### config.mk
export PLATFORM = sky130hd
export DESIGN_NAME = dma_write_top
export DESIGN_NICKNAME = d
export VERILOG_FILES = /design/src/hdl/dma_write_pkg.sv /design/src/hdl/dma_sync_fifo.sv /design/src/hdl/dma_apb_regs.sv /design/src/hdl/dma_burst_writer.sv /design/src/hdl/dma_write_top.sv
export VERILOG_INCLUDE_DIRS = /design/src /design/src/hdl
export SDC_FILE = /design/constraint.sdc
export NUM_CORES = 2
export LEC_CHECK = 0
export BUFFER_PORTS_ARGS = -buffer_cell sky130_fd_sc_hd__buf_2
export CORE_MARGIN = 5
export CORE_UTILIZATION = 25
export DETAILED_ROUTE_END_ITERATION = 8
export REMOVE_ABC_BUFFERS = 1
export SYNTH_ARGS = -nofsm -noshare
export SYNTH_HDL_FRONTEND = slang
export SYNTH_SLANG_ARGS = --single-unit
### constraint.sdc
create_clock -name clk -period 7.9 [get_ports clk]
set_input_delay 0 -clock clk [delete_from_list [all_inputs] [get_ports clk]]
set_output_delay 0 -clock clk [all_outputs]
set_load 0.02 [all_outputs]
### src/hdl/dma_write_settings.svh
`ifndef DMA_WRITE_SETTINGS_SVH
`define DMA_WRITE_SETTINGS_SVH

// Datapath widths
`define DMA_DATA_W 32
`define DMA_ADDR_W 32
`define DMA_LEN_W 16

// Words per burst, power of two
`define DMA_BURST_MAX 16

// Buffer depths as log2, data FIFO must hold a full burst
`define DMA_DATA_FIFO_AW 6
`define DMA_CMD_FIFO_AW 2

// Bursts waiting on B
`define DMA_MAX_OUTSTANDING 4

`endif

### src/hdl/dma_write_pkg.sv
`include "dma_write_settings.svh"

package dma_write_pkg;

    typedef logic [`DMA_DATA_W-1:0] data_word_t;

    // Byte address, length in words
    typedef struct packed {
        logic [`DMA_ADDR_W-1:0] addr;
        logic [`DMA_LEN_W-1:0]  len;
    } dma_cmd_t;

    typedef struct packed {
        logic        psel;
        logic        penable;
        logic        pwrite;
        logic [7:0]  paddr;
        logic [31:0] pwdata;
    } apb_req_t;

    typedef struct packed {
        logic [31:0] prdata;
        logic        pready;
        logic        pslverr;
    } apb_rsp_t;

    typedef struct packed {
        logic [`DMA_ADDR_W-1:0] addr;
        logic [3:0]             len;
    } axi_aw_t;

    typedef struct packed {
        data_word_t               data;
        logic [`DMA_DATA_W/8-1:0] strb;
        logic                     last;
    } axi_w_t;

    typedef struct packed {
        logic [1:0] resp;
    } axi_b_t;

    localparam logic [7:0] REG_ADDR   = 8'h00;
    localparam logic [7:0] REG_LEN    = 8'h04;
    localparam logic [7:0] REG_STATUS = 8'h08;
    localparam logic [7:0] REG_DONE   = 8'h0C;

endpackage

### src/hdl/dma_sync_fifo.sv
`timescale 1ns/100ps

module dma_sync_fifo #(
    parameter type T  = logic [31:0],
    parameter int  AW = 4
) (
    input  logic        clk,
    input  logic        rst,
    input  logic        push,
    input  T            wdata,
    input  logic        pop,
    output T            rdata,
    output logic        empty,
    output logic        full,
    output logic [AW:0] count
);

    localparam int DEPTH = 1 << AW;

    T              mem [DEPTH];
    logic [AW-1:0] wr_ptr;
    logic [AW-1:0] rd_ptr;
    logic          wr_en;
    logic          rd_en;

    assign wr_en = push && !full;
    assign rd_en = pop && !empty;

    assign empty = (count == '0);
    assign full  = (count == (AW+1)'(DEPTH));

    // First word falls through
    assign rdata = mem[rd_ptr];

    always_ff @(posedge clk) begin
        if (wr_en) begin
            mem[wr_ptr] <= wdata;
        end
    end

    always_ff @(posedge clk) begin
        if (rst) begin
            wr_ptr <= '0;
            rd_ptr <= '0;
            count  <= '0;
        end else begin
            if (wr_en) begin
                wr_ptr <= wr_ptr + 1'b1;
            end
            if (rd_en) begin
                rd_ptr <= rd_ptr + 1'b1;
            end
            case ({wr_en, rd_en})
                2'b10:   count <= count + 1'b1;
                2'b01:   count <= count - 1'b1;
                default: count <= count;
            endcase
        end
    end

    a_no_overflow: assert property (
        @(posedge clk) disable iff (rst) !(push && full)
    );

    a_no_underflow: assert property (
        @(posedge clk) disable iff (rst) !(pop && empty)
    );

endmodule

### src/hdl/dma_apb_regs.sv
`timescale 1ns/100ps
`include "dma_write_settings.svh"

module dma_apb_regs import dma_write_pkg::*; (
    input  logic     clk,
    input  logic     rst,
    input  apb_req_t apb_req,
    output apb_rsp_t apb_rsp,
    output logic     cmd_push,
    output dma_cmd_t cmd,
    input  logic     cmd_full,
    input  logic     busy,
    input  logic     cmd_done,
    input  logic     b_error
);

    localparam int ADDR_W = `DMA_ADDR_W;
    localparam int LEN_W  = `DMA_LEN_W;

    logic [ADDR_W-1:0] addr_reg;
    logic              err_flag;
    logic [31:0]       done_cnt;
    logic              acc_wr;
    logic              len_wr;
    logic              stat_wr;
    logic [LEN_W-1:0]  new_len;
    logic              len_bad;
    logic [31:0]       rd_data;

    // Access phase, no wait states
    assign acc_wr  = apb_req.psel && apb_req.penable && apb_req.pwrite;
    assign len_wr  = acc_wr && (apb_req.paddr == REG_LEN);
    assign stat_wr = acc_wr && (apb_req.paddr == REG_STATUS);

    assign new_len = apb_req.pwdata[LEN_W-1:0];
    assign len_bad = (new_len == '0) || cmd_full;

    // Command goes straight into the queue on the REG_LEN write
    assign cmd_push = len_wr && !len_bad;
    assign cmd.addr = {addr_reg[ADDR_W-1:2], 2'b00};
    assign cmd.len  = new_len;

    always_comb begin
        rd_data = '0;
        case (apb_req.paddr)
            REG_ADDR:   rd_data = 32'(addr_reg);
            REG_STATUS: rd_data = {29'd0, err_flag, cmd_full, busy};
            REG_DONE:   rd_data = done_cnt;
            default:    rd_data = '0;
        endcase
    end

    assign apb_rsp.prdata  = rd_data;
    assign apb_rsp.pready  = 1'b1;
    assign apb_rsp.pslverr = len_wr && len_bad;

    always_ff @(posedge clk) begin
        if (rst) begin
            addr_reg <= '0;
            err_flag <= 1'b0;
            done_cnt <= '0;
        end else begin
            if (acc_wr && (apb_req.paddr == REG_ADDR)) begin
                addr_reg <= ADDR_W'(apb_req.pwdata);
            end
            // New error wins over a clear in the same cycle
            if (b_error) begin
                err_flag <= 1'b1;
            end else if (stat_wr) begin
                err_flag <= 1'b0;
            end
            if (cmd_done) begin
                done_cnt <= done_cnt + 1'b1;
            end
        end
    end

endmodule

### src/hdl/dma_burst_writer.sv
`timescale 1ns/100ps
`include "dma_write_settings.svh"

module dma_burst_writer import dma_write_pkg::*; (
    input  logic                       clk,
    input  logic                       rst,
    input  logic                       cmd_empty,
    input  dma_cmd_t                   cmd,
    output logic                       cmd_pop,
    input  logic [`DMA_DATA_FIFO_AW:0] fifo_count,
    input  logic                       fifo_empty,
    input  data_word_t                 fifo_rdata,
    output logic                       fifo_pop,
    output logic                       aw_valid,
    output axi_aw_t                    aw,
    input  logic                       aw_ready,
    output logic                       w_valid,
    output axi_w_t                     w,
    input  logic                       w_ready,
    input  logic                       b_valid,
    input  axi_b_t                     b,
    output logic                       b_ready,
    output logic                       cmd_done,
    output logic                       b_error,
    output logic                       busy
);

    localparam int ADDR_W = `DMA_ADDR_W;
    localparam int LEN_W  = `DMA_LEN_W;
    localparam int OFF_W  = $clog2(`DMA_BURST_MAX);
    localparam int BL_W   = OFF_W + 1;
    localparam int CNT_W  = `DMA_DATA_FIFO_AW + 1;
    localparam int QA     = $clog2(`DMA_MAX_OUTSTANDING);
    localparam int OUT_W  = QA + 1;

    logic              active;
    logic [ADDR_W-1:0] cur_addr;
    logic [LEN_W-1:0]  cur_rem;
    logic [ADDR_W-1:0] src_addr;
    logic [LEN_W-1:0]  src_rem;
    logic [BL_W-1:0]   room;
    logic [BL_W-1:0]   blen;
    logic              issue;
    logic              last_burst;
    logic              w_active;
    logic              aw_done;
    logic [BL_W-1:0]   w_left;
    logic [OUT_W-1:0]  out_cnt;
    logic [LEN_W-1:0]  cmd_bursts;
    logic [LEN_W-1:0]  b_seen;
    logic [LEN_W-1:0]  q_mem [`DMA_MAX_OUTSTANDING];
    logic [QA-1:0]     q_wr;
    logic [QA-1:0]     q_rd;
    logic [QA:0]       q_cnt;
    logic              q_push;
    logic              b_hs;
    logic              cmd_end;

    // Running command, or the queue head when idle
    assign src_addr = active ? cur_addr : cmd.addr;
    assign src_rem  = active ? cur_rem : cmd.len;

    // Stop at the next BURST_MAX-word boundary
    assign room = BL_W'(`DMA_BURST_MAX) - BL_W'(src_addr[2 +: OFF_W]);
    assign blen = (src_rem < LEN_W'(room)) ? BL_W'(src_rem) : room;
    assign last_burst = (src_rem == LEN_W'(blen));

    // Whole burst must already sit in the data FIFO
    assign issue = (active || !cmd_empty) && !w_active
                   && (fifo_count >= CNT_W'(blen))
                   && (out_cnt < OUT_W'(`DMA_MAX_OUTSTANDING));
    assign cmd_pop = issue && !active;

    assign fifo_pop = (aw_done || (aw_valid && aw_ready)) && (w_left != '0)
                      && (!w_valid || w_ready);

    assign b_ready = 1'b1;
    assign b_hs    = b_valid && b_ready;
    assign q_push  = issue && last_burst;
    assign cmd_end = b_hs && (q_cnt != '0) && ((b_seen + LEN_W'(1)) == q_mem[q_rd]);
    assign busy    = active || !cmd_empty || w_active || (out_cnt != '0);

    always_ff @(posedge clk) begin
        if (rst) begin
            active     <= 1'b0;
            aw_valid   <= 1'b0;
            aw_done    <= 1'b0;
            w_active   <= 1'b0;
            w_valid    <= 1'b0;
            w_left     <= '0;
            out_cnt    <= '0;
            cmd_bursts <= '0;
            b_seen     <= '0;
            q_wr       <= '0;
            q_rd       <= '0;
            q_cnt      <= '0;
            cmd_done   <= 1'b0;
            b_error    <= 1'b0;
        end else begin
            cmd_done <= cmd_end;
            b_error  <= b_hs && (b.resp != 2'b00);
            if (issue) begin
                active     <= !last_burst;
                aw_valid   <= 1'b1;
                aw_done    <= 1'b0;
                w_active   <= 1'b1;
                w_left     <= blen;
                cmd_bursts <= last_burst ? '0 : cmd_bursts + 1'b1;
            end else if (aw_valid && aw_ready) begin
                aw_valid <= 1'b0;
                aw_done  <= 1'b1;
            end
            if (fifo_pop) begin
                w_valid <= 1'b1;
                w_left  <= w_left - 1'b1;
            end else if (w_ready) begin
                w_valid <= 1'b0;
            end
            if (w_valid && w_ready && w.last) begin
                w_active <= 1'b0;
            end
            case ({issue, b_hs})
                2'b10:   out_cnt <= out_cnt + 1'b1;
                2'b01:   out_cnt <= out_cnt - 1'b1;
                default: out_cnt <= out_cnt;
            endcase
            if (b_hs) begin
                b_seen <= cmd_end ? '0 : b_seen + 1'b1;
            end
            // Burst totals per issued command, matched against B count
            if (q_push) begin
                q_wr <= q_wr + 1'b1;
            end
            if (cmd_end) begin
                q_rd <= q_rd + 1'b1;
            end
            case ({q_push, cmd_end})
                2'b10:   q_cnt <= q_cnt + 1'b1;
                2'b01:   q_cnt <= q_cnt - 1'b1;
                default: q_cnt <= q_cnt;
            endcase
        end
    end

    always_ff @(posedge clk) begin
        if (issue) begin
            cur_addr <= src_addr + (ADDR_W'(blen) << 2);
            cur_rem  <= src_rem - LEN_W'(blen);
            aw.addr  <= {src_addr[ADDR_W-1:2], 2'b00};
            aw.len   <= 4'(blen - 1'b1);
        end
        if (q_push) begin
            q_mem[q_wr] <= cmd_bursts + 1'b1;
        end
        if (fifo_pop) begin
            w.data <= fifo_rdata;
            w.strb <= '1;
            w.last <= (w_left == BL_W'(1));
        end
    end

    a_aw_hold: assert property (
        @(posedge clk) disable iff (rst)
        aw_valid && !aw_ready |=> aw_valid && $stable(aw)
    );

    a_w_hold: assert property (
        @(posedge clk) disable iff (rst)
        w_valid && !w_ready |=> w_valid && $stable(w)
    );

    a_pop_data: assert property (
        @(posedge clk) disable iff (rst) !(fifo_pop && fifo_empty)
    );

endmodule

### src/hdl/dma_write_top.sv
`timescale 1ns/100ps
`include "dma_write_settings.svh"

module dma_write_top import dma_write_pkg::*; (
    input  logic       clk,
    input  logic       rst,
    input  apb_req_t   apb_req,
    output apb_rsp_t   apb_rsp,
    input  logic       in_valid,
    input  data_word_t in_data,
    output logic       in_ready,
    output logic       aw_valid,
    output axi_aw_t    aw,
    input  logic       aw_ready,
    output logic       w_valid,
    output axi_w_t     w,
    input  logic       w_ready,
    input  logic       b_valid,
    input  axi_b_t     b,
    output logic       b_ready
);

    logic                       cmd_push;
    dma_cmd_t                   cmd_in;
    dma_cmd_t                   cmd_head;
    logic                       cmd_pop;
    logic                       cmd_empty;
    logic                       cmd_full;
    logic                       data_push;
    logic                       data_pop;
    data_word_t                 data_head;
    logic                       data_empty;
    logic                       data_full;
    logic [`DMA_DATA_FIFO_AW:0] data_count;
    logic                       busy;
    logic                       cmd_done;
    logic                       b_error;

    assign in_ready  = !data_full;
    assign data_push = in_valid && in_ready;

    dma_apb_regs u_regs (
        .clk(clk), .rst(rst), .apb_req(apb_req), .apb_rsp(apb_rsp),
        .cmd_push(cmd_push), .cmd(cmd_in), .cmd_full(cmd_full),
        .busy(busy), .cmd_done(cmd_done), .b_error(b_error)
    );

    dma_sync_fifo #(.T(dma_cmd_t), .AW(`DMA_CMD_FIFO_AW)) u_cmd_fifo (
        .clk(clk), .rst(rst), .push(cmd_push), .wdata(cmd_in), .pop(cmd_pop),
        .rdata(cmd_head), .empty(cmd_empty), .full(cmd_full), .count()
    );

    dma_sync_fifo #(.T(data_word_t), .AW(`DMA_DATA_FIFO_AW)) u_data_fifo (
        .clk(clk), .rst(rst), .push(data_push), .wdata(in_data), .pop(data_pop),
        .rdata(data_head), .empty(data_empty), .full(data_full), .count(data_count)
    );

    dma_burst_writer u_writer (
        .clk(clk), .rst(rst),
        .cmd_empty(cmd_empty), .cmd(cmd_head), .cmd_pop(cmd_pop),
        .fifo_count(data_count), .fifo_empty(data_empty),
        .fifo_rdata(data_head), .fifo_pop(data_pop),
        .aw_valid(aw_valid), .aw(aw), .aw_ready(aw_ready),
        .w_valid(w_valid), .w(w), .w_ready(w_ready),
        .b_valid(b_valid), .b(b), .b_ready(b_ready),
        .cmd_done(cmd_done), .b_error(b_error), .busy(busy)
    );

endmodule

==> reports/metrics.csv <==
stage,metric,value,unit
clocking,cts repair resizes,0,
finish,fin cells,10607,
critical_path,Crit. End Element,flip-flop,
logic_synthesis,number of synthesized register bits,2558,
logic_synthesis,Post-synth top cells,"edfxtp_1, mux4_2, nor2_1",
clocking,Clock Latency Late Sink,840,ps
critical_path,r2r setup slk,1320,ps
finish,"Design Area, Final",0.117,mm2
sta,fin crit period,6580,ps
finish,Largest Register,u_data_fifo.mem,
routing,DR iter-0 viols,5424,
clocking,Clock H-tree levels,5,
outcome,status,"complete, no violations",
finish,Final nets,5267,
logic_synthesis,post-synthesis simple-gate area fraction,2.98,%
logic_synthesis,Post-Synth Adder-Cell Area,0.548,%
sta,WHS,54.7,ps
finish,share of layout cells above drive strength 1,28.0,%
hold_path,hold crit path type,input pin to flip-flop,
place,IO buf count,185,
logic_synthesis,"top cells by area, synth","edfxtp_1, mux4_2, dfxtp_1",
routing,Total Wirelength,269000,um
logic_synthesis,"EDFF count, synth",2409,
critical_path,CP max stage cell,nor2b_1,
clocking,clock slew at reported path FFs,60,ps
clocking,root buffer cell,clkbuf_16,
floorplanning,Std-Cell Rows,232,
clocking,post-CTS setup buffers,0,
critical_path,Worst setup SP type,flip-flop,
critical_path,number of cells on the worst reg-to-reg path,26,
sta,unrepaired setup endpoints after global routing,false,
routing,routed vias/inst,4.68,
routing,vias,49625,
finish,biggest registers after layout,"u_data_fifo.mem (2048), u_cmd_fifo.mem (184), u_writer.q_mem (64)",
routing,Detail Route Antenna Nets,0,
place,dpl cells,10039,
routing,WL/cell,25.3,um
finish,Largest register FFs,2048,
sta,Final Setup Violations,0,
logic_synthesis,Avg Inst Size Synth,21.2,um2
critical_path,critical path's largest stage delay,480,ps
floorplanning,core area,0.399,mm2
grt,Total GRT Usage,12.6,%
routing,DR DRC count,0,
critical_path,WP data required,8570,ps
routing,drt pass-1 iters,6,
logic_synthesis,synthesized area,0.100,mm2
clocking,Num Clock Sinks,2558,
logic_synthesis,mux share of post-synthesis cell area,16.9,%
logic_synthesis,ys async rst share,0,%
sta,max-slew violations,0,
floorplanning,die height,642,um
clocking,CTS tree,built,
logic_synthesis,Netlist cell types,85,
hold_path,hold depth,4,
logic_synthesis,Synth area leader,edfxtp_1,
logic_synthesis,largest family of logic cells by synthesized area,multiplexers,
sta,Tcrit/Tclk final,83.3,%
sta,FMAX,0.152,GHz
logic_synthesis,Synth top area share,72.3,%
floorplanning,IO Pins,194,
sta,Final WS setup,1320,ps
logic_synthesis,"Primary FF master, synth",edfxtp_1,
logic_synthesis,Cells after Synth,4716,
power_and_ir_drop,power density cells,234,mW/mm2
floorplanning,Die W,642,um
clocking,Inserted Clock Buffers,270,
critical_path,crit path kind,flip-flop to flip-flop,
power_and_ir_drop,"Power, Total",27.4,mW
sta,worst-margin pin slew,1210,ps
place,DP Area,0.108,mm2
grt,grt ovf,0,
finish,# fillers,38564,
critical_path,top cell family by delay on the critical path,compound AO/OA/AOI/OAI gates,
logic_synthesis,yosys synthesis warning count,0,
grt,largest net degree at the start of global routing,146,
finish,synth-to-layout area growth,17.4,%
critical_path,reg2reg end,u_writer.out_cnt[2],
place,Setup Slack @ Placement,1430,ps
place,placed wire-length estimate,153000,um
sta,final hold viol count,0,
clocking,CTS Hold Bufs,98,
floorplanning,Starting Density,25.1,%
power_and_ir_drop,Lkg Pwr,35.5,nW
hold_path,HP Start,apb_req[24],
logic_synthesis,Compound-Gate Fraction of Synth Area,1.77,%
critical_path,Critical Path AT,7250,ps
run,max_cap viols,0,
power_and_ir_drop,Max IR drop VDD,0.175,mV
critical_path,crit path max fanout,21,
logic_synthesis,most common cell in the netlist,edfxtp_1,
hold_path,Hold Path End,u_regs.addr_reg[24],
critical_path,WP buf/inv,5,
floorplanning,Die Area,0.413,mm2
place,RD Place Congestion,0.792,
grt,initial antenna violation count,34,
grt,first-pass GRT wire length,381000,um
sta,clock skew,96.5,ps
sta,slew margin rel.,19.3,%
clocking,clk buf depth,4,
logic_synthesis,post-synthesis xor/xnor area fraction,1.18,%
logic_synthesis,sequential element share of the synthesized area,75.3,%
grt,vias in the first global route,50049,
## power by group
group,internal [mW],switching [mW],total [mW]
Sequential,14.8,0.0129,14.8
Clock,7.01,5.15,12.2
Combinational,0.100,0.305,0.405
## per-stage QoR
step,setup TNS [ps],utilization (%)
2_1_floorplan,-581870,-
3_3_place_gp,0,27.1
3_5_place_dp,0,27.1
4_1_cts,0,29.4
5_1_grt,0,29.4
6_report,0,29.4
## cell usage in the layout (no fill, tap or decap), drive strengths merged, types with 30 or more instances in the layout
| master | n |
|---|---|
| buf | 296 |
| nand2 | 178 |
| inv | 71 |
| dlygate4sd3 | 98 |
| a22o | 30 |
| ha | 35 |
| mux2i | 41 |
| nor2 | 210 |
| clkbuf | 358 |
| mux4 | 726 |
| clkinv | 79 |
| dfxtp | 149 |
| xnor2 | 66 |
| edfxtp | 2409 |
| nand3 | 35 |
| and3 | 32 |
| a21oi | 110 |
| xor2 | 69 |
| o21ai | 47 |
## how the worst max path moves through the flow
stage                           from                     to  slack (ps)  depth (start not counted)
2_1_floorplan  u_data_fifo.rd_ptr[0]  u_data_fifo.rd_ptr[5]      -15210                          3
3_3_place_gp               flip-flop    u_writer.out_cnt[2]        1450                         22
3_5_place_dp               flip-flop    u_cmd_fifo.count[2]        1430                         23
4_1_cts                    flip-flop    u_writer.out_cnt[2]        1320                         22
5_1_grt                    flip-flop    u_writer.out_cnt[2]         900                         22
6_report                   flip-flop    u_writer.out_cnt[2]        1320                         26
## routing by layer
metal | GRT usage [%] | wire length (um) | up-vias
met5 | 0 | 69 | -
met4 | 3.33 | 7440 | 10
met3 | 2.16 | 19100 | 429
met2 | 20.9 | 132000 | 1993
met1 | 17.0 | 110000 | 26779
li1 | - | - | 20414
## worst min-delay path, delay by kind of cell
kind                   cells  cell delay, ps
buffers and inverters      2             700
and+or+nand+nor            1              60
AOI/OAI and AO/OA          1              60
## area by class of cell
| cell class | instances | area [um2] | area share (%) |
|---|---|---|---|
| Timing Repair Buffer | 394 | 2880 | 2.45 |
| Antenna cell | 4 | 10.0 | 0.00853 |
| Clock inverter | 108 | 942 | 0.803 |
| Clock buffer | 358 | 7390 | 6.30 |
| Tap cell | 5265 | 6590 | 5.61 |
| Sequential cell | 2558 | 75300 | 64.2 |
| Multi-Input combinational cell | 1856 | 23900 | 20.4 |
| Inverter | 64 | 243 | 0.207 |
## logic make-up after synthesis
kind of cell,Yosys count
DFF,2558
muxes,779
and+or+nand+nor,624
buffers and inverters,308
AOI/OAI and AO/OA,269
xor gates and xnor gates,135
adders and majority gates,41
other,2
Power figures use the tool's default switching activity.
